===== src/verilog/cordic_pkg.sv =====
`default_nettype none

package cordic_pkg;

	////////////////////
	// Sizing.
	////////////////////

	// Word width for X, Y, Z and the result. Any width from 12 to 32 bits works.
	localparam int DEFAULT_DATA_W = 24;
	localparam int DEFAULT_ITERATIONS = 20;	// One pipeline stage per iteration.
	localparam int TABLE_LEN = 24;	// Upper bound on the iteration count.

	////////////////////
	// Constants in Q2.30.
	////////////////////

	// Gain compensation 0.607252935, so the rotated vector comes out at unit length.
	localparam logic signed [31:0] GAIN_Q30 = 32'sh26DD3B6A;

	// Entry i holds atan(2^-i). Past about i = 10 the value is simply 2^-i minus a hair.
	localparam logic signed [31:0] ATAN_TABLE [0:TABLE_LEN-1] = '{
		32'sh3243F6A8,	// atan(1) = pi/4.
		32'sh1DAC6705,
		32'sh0FADBAFC,
		32'sh07F56EA6,
		32'sh03FEAB76,
		32'sh01FFD55B,
		32'sh00FFFAAA,
		32'sh007FFF55,
		32'sh003FFFEA,
		32'sh001FFFFD,
		32'sh000FFFFF,
		32'sh0007FFFF,
		32'sh0003FFFF,
		32'sh0001FFFF,
		32'sh0000FFFF,
		32'sh00007FFF,
		32'sh00003FFF,
		32'sh00001FFF,
		32'sh00000FFF,
		32'sh000007FF,
		32'sh000003FF,
		32'sh000001FF,
		32'sh000000FF,
		32'sh0000007F
	};

	////////////////////
	// Codes.
	////////////////////

	localparam logic OP_COS = 1'b0;	// Result is taken from X.
	localparam logic OP_SIN = 1'b1;	// Result is taken from Y.

	// Region code from the angle folding logic. Differing bits mean the result is negated.
	typedef logic [1:0] region_t;

endpackage

`default_nettype wire


===== src/verilog/cordic_vec_if.sv =====
`timescale 1ns/1ps
`default_nettype none

// One CORDIC item as it moves from one pipeline register to the next.
interface cordic_vec_if #(
	parameter int DATA_W = cordic_pkg::DEFAULT_DATA_W
);
	logic                     valid;	// The register holds a live item.
	logic signed [DATA_W-1:0] x;	// Cosine side of the vector, Q2.
	logic signed [DATA_W-1:0] y;	// Sine side of the vector, Q2.
	logic signed [DATA_W-1:0] z;	// Residual angle in radians, Q2.
	logic                     op;	// Sine or cosine select, travels with the item.
	cordic_pkg::region_t      region;	// Folding code, used only at the drain.

	// The stage that owns the register.
	modport src (
		output valid,
		output x,
		output y,
		output z,
		output op,
		output region
	);

	// The stage that reads the register.
	modport dst (
		input valid,
		input x,
		input y,
		input z,
		input op,
		input region
	);
endinterface

`default_nettype wire


===== src/verilog/angle_loader.sv =====
`timescale 1ns/1ps
`default_nettype none

module angle_loader #(
	parameter int DATA_W = cordic_pkg::DEFAULT_DATA_W
) (
	input  logic                     clk,
	input  logic                     rst_n,
	input  logic                     advance,	// Whole pipeline steps on this edge.
	input  logic                     in_valid,
	input  logic signed [DATA_W-1:0] angle,	// Radians in Q2, already inside the CORDIC range.
	input  logic                     operation,
	input  cordic_pkg::region_t      region,
	cordic_vec_if.src                vec_out	// Link 0 of the pipeline.
);

	// The Q2.30 gain shifted down to DATA_W bits. The low fraction bits are dropped.
	localparam logic signed [31:0] GAIN_SHIFTED = cordic_pkg::GAIN_Q30 >>> (32 - DATA_W);
	localparam logic signed [DATA_W-1:0] GAIN = GAIN_SHIFTED[DATA_W-1:0];

	////////////////////
	// Valid bit.
	////////////////////

	// An input counts as accepted on any edge with advance high, since in_ready is advance.
	always_ff @(posedge clk)
	begin
		if (!rst_n)
			vec_out.valid <= 1'b0;	// Empty pipeline out of reset.
		else if (advance)
			vec_out.valid <= in_valid;
	end

	////////////////////
	// Start vector.
	////////////////////

	// Starting at (1/K, 0) means the stages leave a unit-length vector, so no final multiply.
	always_ff @(posedge clk)
	begin
		if (advance)
		begin
			vec_out.x      <= GAIN;
			vec_out.y      <= '0;
			vec_out.z      <= angle;	// Rotation mode drives Z to zero.
			vec_out.op     <= operation;
			vec_out.region <= region;
		end
	end

	// A floating in_valid would let junk into the pipeline or drop a real item.
	a_in_valid_known : assert property (
		@(posedge clk) disable iff (!rst_n) !$isunknown(in_valid)
	) else $error("angle_loader: in_valid is unknown after reset");

endmodule

`default_nettype wire


===== src/verilog/cordic_stage.sv =====
`timescale 1ns/1ps
`default_nettype none

module cordic_stage #(
	parameter int DATA_W = cordic_pkg::DEFAULT_DATA_W,
	parameter int STAGE  = 0	// Iteration index. Sets the shift and the table entry.
) (
	input  logic      clk,
	input  logic      rst_n,
	input  logic      advance,	// Common step enable from the drain.
	cordic_vec_if.dst vec_in,
	cordic_vec_if.src vec_out
);

	// This stage's arctangent, cut from Q2.30 down to DATA_W bits the same way as the gain.
	localparam logic signed [31:0] ATAN_SHIFTED =
		cordic_pkg::ATAN_TABLE[STAGE] >>> (32 - DATA_W);
	localparam logic signed [DATA_W-1:0] ATAN = ATAN_SHIFTED[DATA_W-1:0];

	logic                     z_neg;	// Direction of this micro-rotation.
	logic signed [DATA_W-1:0] x_shift;
	logic signed [DATA_W-1:0] y_shift;
	logic signed [DATA_W-1:0] x_next;
	logic signed [DATA_W-1:0] y_next;
	logic signed [DATA_W-1:0] z_next;

	////////////////////
	// Rotation.
	////////////////////

	// Only rotation mode exists here, so the direction always comes from the sign of Z.
	assign z_neg = vec_in.z[DATA_W-1];

	// The shift replaces the multiply by 2^-STAGE. It keeps the sign and truncates.
	assign x_shift = vec_in.x >>> STAGE;
	assign y_shift = vec_in.y >>> STAGE;

	always_comb
	begin
		if (z_neg)
		begin
			// Angle left over is negative, so rotate clockwise.
			x_next = vec_in.x + y_shift;
			y_next = vec_in.y - x_shift;
			z_next = vec_in.z + ATAN;
		end
		else
		begin
			x_next = vec_in.x - y_shift;	// Counter-clockwise toward the target angle.
			y_next = vec_in.y + x_shift;
			z_next = vec_in.z - ATAN;
		end
	end

	////////////////////
	// Stage register.
	////////////////////

	always_ff @(posedge clk)
	begin
		if (!rst_n)
			vec_out.valid <= 1'b0;
		else if (advance)
			vec_out.valid <= vec_in.valid;
	end

	always_ff @(posedge clk)
	begin
		if (advance)
		begin
			vec_out.x      <= x_next;
			vec_out.y      <= y_next;
			vec_out.z      <= z_next;
			vec_out.op     <= vec_in.op;	// Side information rides along untouched.
			vec_out.region <= vec_in.region;
		end
	end

	// When the drain stalls, the register feeding this stage has to freeze as well,
	// or an item slips past this stage and is lost.
	a_hold_on_stall : assert property (
		@(posedge clk) disable iff (!rst_n)
		!advance |=> $stable(vec_in.valid) &&
			(!vec_in.valid || $stable({vec_in.x, vec_in.y, vec_in.z, vec_in.op,
				vec_in.region}))
	) else $error("cordic_stage %0d: input register changed while stalled", STAGE);

endmodule

`default_nettype wire


===== src/verilog/result_select.sv =====
`timescale 1ns/1ps
`default_nettype none

module result_select #(
	parameter int DATA_W = cordic_pkg::DEFAULT_DATA_W
) (
	input  logic                     clk,
	input  logic                     rst_n,
	cordic_vec_if.dst                vec_in,	// Output of the last rotation stage.
	input  logic                     out_ready,
	output logic                     advance,	// Step enable for the loader and all stages.
	output logic                     out_valid,
	output logic signed [DATA_W-1:0] result
);

	logic signed [DATA_W-1:0] picked;	// X or Y, before the region sign.
	logic                     flip;
	logic signed [DATA_W-1:0] final_val;

	////////////////////
	// Pipeline advance.
	////////////////////

	// The output register is the only place that can block. If it is empty or being read
	// this cycle, everything behind it may move one step.
	assign advance = !out_valid || out_ready;

	////////////////////
	// Result pick.
	////////////////////

	always_comb
	begin
		unique case (vec_in.op)
			cordic_pkg::OP_SIN: picked = vec_in.y;
			cordic_pkg::OP_COS: picked = vec_in.x;
		endcase
	end

	// Codes 01 and 10 mean the angle was folded across an axis and the sign must come back.
	assign flip      = vec_in.region[1] ^ vec_in.region[0];
	assign final_val = flip ? -picked : picked;	// Two's complement negate.

	////////////////////
	// Output register.
	////////////////////

	always_ff @(posedge clk)
	begin
		if (!rst_n)
			out_valid <= 1'b0;
		else if (advance)
			out_valid <= vec_in.valid;	// Drops low once the consumer takes the last item.
	end

	always_ff @(posedge clk)
	begin
		if (advance)
			result <= final_val;
	end

	// A waiting result stays put until the consumer takes it.
	a_out_stable : assert property (
		@(posedge clk) disable iff (!rst_n)
		out_valid && !out_ready |=> $stable(out_valid) && $stable(result)
	) else $error("result_select: output changed while waiting for out_ready");

endmodule

`default_nettype wire


===== src/verilog/cordic_sincos.sv =====
`timescale 1ns/1ps
`default_nettype none

module cordic_sincos #(
	parameter int DATA_W     = cordic_pkg::DEFAULT_DATA_W,
	parameter int ITERATIONS = cordic_pkg::DEFAULT_ITERATIONS
) (
	input  logic                     clk,
	input  logic                     rst_n,
	input  logic                     in_valid,
	output logic                     in_ready,
	input  logic signed [DATA_W-1:0] angle,	// Radians, Q2.
	input  logic                     operation,	// 1 for sine, 0 for cosine.
	input  logic [1:0]               region,
	output logic                     out_valid,
	input  logic                     out_ready,
	output logic signed [DATA_W-1:0] result
);

	logic advance;	// One enable for every register in the pipeline.

	// Link k feeds stage k. The last link feeds the drain.
	cordic_vec_if #(.DATA_W(DATA_W)) link [0:ITERATIONS] ();

	// Catch sizes the table or the Q2 format cannot cover.
	if (ITERATIONS < 1 || ITERATIONS > cordic_pkg::TABLE_LEN)
	begin : g_bad_iterations
		$error("cordic_sincos: ITERATIONS must be from 1 to %0d", cordic_pkg::TABLE_LEN);
	end
	if (DATA_W < 12 || DATA_W > 32)
	begin : g_bad_width
		$error("cordic_sincos: DATA_W must be from 12 to 32");
	end

	assign in_ready = advance;	// An input is taken whenever the pipeline steps.

	////////////////////
	// Pipeline.
	////////////////////

	angle_loader #(.DATA_W(DATA_W)) loader_inst (
		.clk       (clk),
		.rst_n     (rst_n),
		.advance   (advance),
		.in_valid  (in_valid),
		.angle     (angle),
		.operation (operation),
		.region    (region),
		.vec_out   (link[0])
	);

	for (genvar k = 0; k < ITERATIONS; k++)
	begin : g_stage
		cordic_stage #(.DATA_W(DATA_W), .STAGE(k)) stage_inst (
			.clk     (clk),
			.rst_n   (rst_n),
			.advance (advance),
			.vec_in  (link[k]),
			.vec_out (link[k+1])
		);
	end

	result_select #(.DATA_W(DATA_W)) drain_inst (
		.clk       (clk),
		.rst_n     (rst_n),
		.vec_in    (link[ITERATIONS]),
		.out_ready (out_ready),
		.advance   (advance),
		.out_valid (out_valid),
		.result    (result)
	);

endmodule

`default_nettype wire


===== config.mk =====
export PLATFORM = sky130hd
export DESIGN_NAME = cordic_sincos
export DESIGN_NICKNAME = d
export VERILOG_FILES = /design/src/verilog/cordic_pkg.sv /design/src/verilog/cordic_vec_if.sv /design/src/verilog/angle_loader.sv /design/src/verilog/cordic_stage.sv /design/src/verilog/result_select.sv /design/src/verilog/cordic_sincos.sv
export SDC_FILE = /design/constraint.sdc
export NUM_CORES = 2
export LEC_CHECK = 0
export ABC_CLOCK_PERIOD_IN_PS = 64200
export BUFFER_PORTS_ARGS = -buffer_cell sky130_fd_sc_hd__buf_2
export CAP_MARGIN = 20
export CORE_ASPECT_RATIO = 0.7
export CORE_MARGIN = 2
export CORE_UTILIZATION = 55
export CTS_CLUSTER_SIZE = 30
export DETAILED_ROUTE_END_ITERATION = 7
export GPL_TIMING_DRIVEN = 1
export PLACE_DENSITY = 0.81
export SYNTH_ARGS = -nofsm -noshare
export SYNTH_HDL_FRONTEND = slang
export SYNTH_HIERARCHICAL = 1
export SYNTH_SLANG_ARGS = --single-unit

===== constraint.sdc =====
create_clock -name clk -period 64.2 [get_ports clk]
set_input_delay 6.42 -clock clk [delete_from_list [all_inputs] [get_ports clk]]
set_output_delay 6.42 -clock clk [all_outputs]
set_load 0.03 [all_outputs]

* Word level (Yosys, flattened, before mapping) *
Index checks and enable logic that the tools add are counted.

storage, ports and cells
  register bits = 1525
  input bits = 31
  output and inout port bits = 26
  logic and storage cells = 303

operators by class
  add/subtract/negate cells = 115
  multiplexer cells = 60
  bitwise logic cells = 2
  reduce and logical (&&, ||, !) cells = 2

operator list
  operator                                                          count
  24-bit two-way mux                                                59
  24-bit by 10-bit adder with 24-bit output                         2
  24-bit by 11-bit adder with 24-bit output                         2
  24-bit by 12-bit adder with 24-bit output                         2
  24-bit by 13-bit adder with 24-bit output                         2
  24-bit by 14-bit adder with 24-bit output                         2
  24-bit by 15-bit adder with 24-bit output                         2
  24-bit by 16-bit adder with 24-bit output                         2
  24-bit by 17-bit adder with 24-bit output                         2
  24-bit by 18-bit adder with 24-bit output                         2
  24-bit by 19-bit adder with 24-bit output                         2
  24-bit by 20-bit adder with 24-bit output                         2
  24-bit by 21-bit adder with 24-bit output                         2
  24-bit by 22-bit adder with 24-bit output                         2
  24-bit by 22-bit adder with 24-bit output, second input constant  2
  24-bit by 5-bit adder with 24-bit output                          2
  24-bit by 6-bit adder with 24-bit output                          2
  24-bit by 7-bit adder with 24-bit output                          2
  24-bit by 8-bit adder with 24-bit output                          2
  24-bit by 9-bit adder with 24-bit output                          2
  24-bit one-hot mux with 2 select lines                            1
  24-bit by 10-bit subtractor with 24-bit output                    2
  24-bit by 11-bit subtractor with 24-bit output                    2
  24-bit by 12-bit subtractor with 24-bit output                    2
  59 further kinds                                                  75

* Longest topological paths before layout *
  word-level depth = 4
  gate-level depth with buffers = 17

* By module *
The synthesis kept the hierarchy.

modules (own cells, without submodules)
  module                                 instances  cells an instance  area an instance (um^2)
  cordic_stage (g_stage[0].stage_inst)   1          809                7255.7
  cordic_stage (g_stage[1].stage_inst)   1          731                6912.9
  cordic_stage (g_stage[7].stage_inst)   1          703                6742.7
  cordic_stage (g_stage[3].stage_inst)   1          706                6683.9
  cordic_stage (g_stage[2].stage_inst)   1          701                6655.1
  cordic_stage (g_stage[9].stage_inst)   1          693                6650.1
  cordic_stage (g_stage[10].stage_inst)  1          681                6627.6
  cordic_stage (g_stage[11].stage_inst)  1          670                6598.8
  cordic_stage (g_stage[5].stage_inst)   1          683                6571.3
  cordic_stage (g_stage[12].stage_inst)  1          665                6513.7
  cordic_stage (g_stage[13].stage_inst)  1          652                6513.7
  cordic_stage (g_stage[8].stage_inst)   1          677                6497.5
  cordic_stage (g_stage[18].stage_inst)  1          682                6496.2
  cordic_stage (g_stage[14].stage_inst)  1          675                6419.9
  +8 rows                                -          -                  -

* Worst setup path after synthesis *
Ideal clock, no wire load.

  path kind = input-to-output
  start point = in out_ready
  end point = out in_ready
  arrival = 44.164 ns
  setup slack = 13.616 ns
  cell stages on the path = 1
  cells stage by stage = nand2b_1

between the ends
  word-level cells in the longest chain between the ends = 1

ends and longest elaborated chain
  what              line                 text
  start, declared   cordic_sincos.sv:16  input logic out_ready,
  1-bit logical OR  result_select.sv:26  assign advance = !out_valid || out_ready;
  end, declared     cordic_sincos.sv:11  output logic in_ready,

Every way passes these cells.

* Worst setup path after layout *
Same ends and word-level chain as after synthesis.

==> impl_metrics.yaml <==
timing:
  fmax_ghz: 0.07162
  final_min_period_over_clock_period: 0.2175
  timing.final.hold_violations: 0
  worst_pin_slew_ps: 1347
  period_needed_ps: 13960
  max-slew-margin-rel: 0.1020
  setup_violation_total_in_the_final_timing_report: 0
  worst_clock_skew_ps: 62.69
  setup-tns-final_ps: 0
  rsz0062_at_grt: "no"
  maxSlewViolCount: 0
detailed_routing:
  detail_route.iter0.violations: 11990
  vias_post_dr: 105000
  first_pass_iters: 6
  drc_errors: 0
  vias_per_cell: 6.232
  route.detailed.wl_per_inst_um: 19.24
  route.final.wire_length_um: 324100
  drtAntennaViolNets: 0
layout:
  area_added_between_synthesis_and_finish_pct: 6.931
  layout.nets: 15190
  layout_commonest_cell: "sky130_fd_sc_hd__ha_1"
  layout-drive-gt1-share: 0.05155
  layout.cells.most_common_list: "sky130_fd_sc_hd__ha_1 (1,555), sky130_fd_sc_hd__edfxtp_1 (1,503), sky130_fd_sc_hd__a21oi_1 (1,441)"
setup_path:
  path_class: "in2out"
  critical_path.slowest_cell: "sky130_fd_sc_hd__nand2b_4"
  critical_path.most_common_cell: "sky130_fd_sc_hd__buf_2"
  cp.required_ps: 57780
  r2r-start: "drain_inst/out_valid$_SDFFE_PN0P_"
  crit_path_max_fanout: 60
  start_kind: "input pin"
  worst_path_cell_trace: "buf_2 > nand2b_4 > buf_2"
  end_kind: "output port"
  critPathTopFamily: "simple AND/OR/NAND/NOR gates"
  critical_path.n_buffers_inverters: 2
  timing.reg2reg.worst_path_depth: 7
  capture_point_of_the_worst_reg_to_reg_path: "g_stage[0].stage_inst/vec_out.x[9]$_DFFE_PP_"
  timing.critical_path.arrival_ps: 7540
  cpPeakStageDelay_ps: 660
  timing.critical_path.depth: 3
  reg2reg_slack_ps: 58710
floorplanning:
  initial_core_utilization: 0.5545
  chipHeight_um: 412.3
  core.rowCount: 149
  die_width_um: 587.2
  top_level_ports: 57
  design.die.area_mm2: 0.2421
  design.core.area_mm2: 0.2362
clocking:
  cts_tree: "done"
  root_buf_cell: "sky130_fd_sc_hd__clkbuf_16"
  post_cts_resized: 0
  cts_inserted_buffers: 167
  cts_sinks: 1525
  path_clk_slew_ps: 60
  hold_buffers: 0
  number_of_setup_buffers_added_after_cts: 0
  clk_path_buf_depth: 4
  clk-insertion-delay-late_ps: 840
  cts_max_level: 4
global_route:
  grt_pass1_wl_um: 516000
  grt_start_max_net_pins: 198
  gr-total-overflow: 0
  antenna_found_initial: 4
  grt_use_total: 0.2578
  vias_in_the_first_global_route: 95960
min_path:
  whs_path_depth: 0
  hold_end: "g_stage[12].stage_inst/vec_out.region[1]$_DFFE_PP_"
  hold_path.startpoint: "g_stage[11].stage_inst/vec_out.region[1]$_DFFE_PP_"
  hold_path_class: "reg2reg"
placement:
  gp_congestion: 0.9604
  port_buffers: 56
  hpwlAfterDp_um: 248000
yosys:
  syn_area_mm2: 0.1310
  post_synth_inst_count: 13550
  synth-warning-count: 6
  syn_avg_cell_area_um2: 9.665
status:
  run_status: "completed"
flow_run:
  timing.max_cap.violations: 0
-- worst reg2reg max path, cell delays in order (launching register included) --
cell,delay [ps]
sky130_fd_sc_hd__dfxtp_1,330
sky130_fd_sc_hd__nand2b_4,620
sky130_fd_sc_hd__buf_4,850
sky130_fd_sc_hd__buf_4,650
sky130_fd_sc_hd__buf_4,900
sky130_fd_sc_hd__buf_4,1010
sky130_fd_sc_hd__buf_4,440
sky130_fd_sc_hd__buf_16,330
-- metal layers --
metal  wire length (µm)  GRT usage
met5                 11          0
met4               5266    0.04625
met3              35990    0.06103
met2             130300     0.3645
met1             152500     0.3983
-- worst max-delay path by stage --
stage                         start  endpoint  slack (ps)
after floorplan           out_ready  in_ready       14730
after global placement    out_ready  in_ready       50200
after detailed placement  out_ready  in_ready       50180
final                     out_ready  in_ready       50240
after global routing      out_ready  in_ready       50100
after CTS                 out_ready  in_ready       50180
-- state kept, by name, indices dropped and copies added (netlist names) --
signal,flops
drain_inst/out_valid,1
drain_inst/result,24
g_stage.stage_inst/vec_out.op,20
g_stage.stage_inst/vec_out.region,40
g_stage.stage_inst/vec_out.valid,20
g_stage.stage_inst/vec_out.x,479
g_stage.stage_inst/vec_out.y,480
g_stage.stage_inst/vec_out.z,433
loader_inst/vec_out.op,1
loader_inst/vec_out.region,2
loader_inst/vec_out.valid,1
loader_inst/vec_out.z,24
-- metrics by stage --
step / worst slack [ps] / std cells / instance area (µm²) / utilization / hold slack [ps]
after floorplan: 14730 / 13600 / 131100 / - / 400.3
after global placement: 50200 / 16540 / 134200 / 0.5684 / 401.8
after detailed placement: 50180 / 16540 / 134300 / 0.5684 / 404.5
after CTS: 50180 / 16840 / 140000 / 0.5926 / 417.8
after global routing: 50100 / 16850 / 140000 / 0.5929 / 423.1
final: 50240 / 16850 / 140000 / 0.5929 / 415.8
-- area by class of cell --
cell class / count / area [µm²]
Inverter: 623 / 2338
Clock inverter: 101 / 1225
Multi-Input combinational cell: 11120 / 81670
Timing Repair Buffer: 112 / 778.2
Tap cell: 3171 / 3968
Antenna cell: 2 / 5.005
Fill cell: 19440 / 96160
Sequential cell: 1525 / 45570
Clock buffer: 198 / 4486
Power is not shown: default switching activity piles up to over one toggle a cycle in this logic, so the estimate is an artifact.
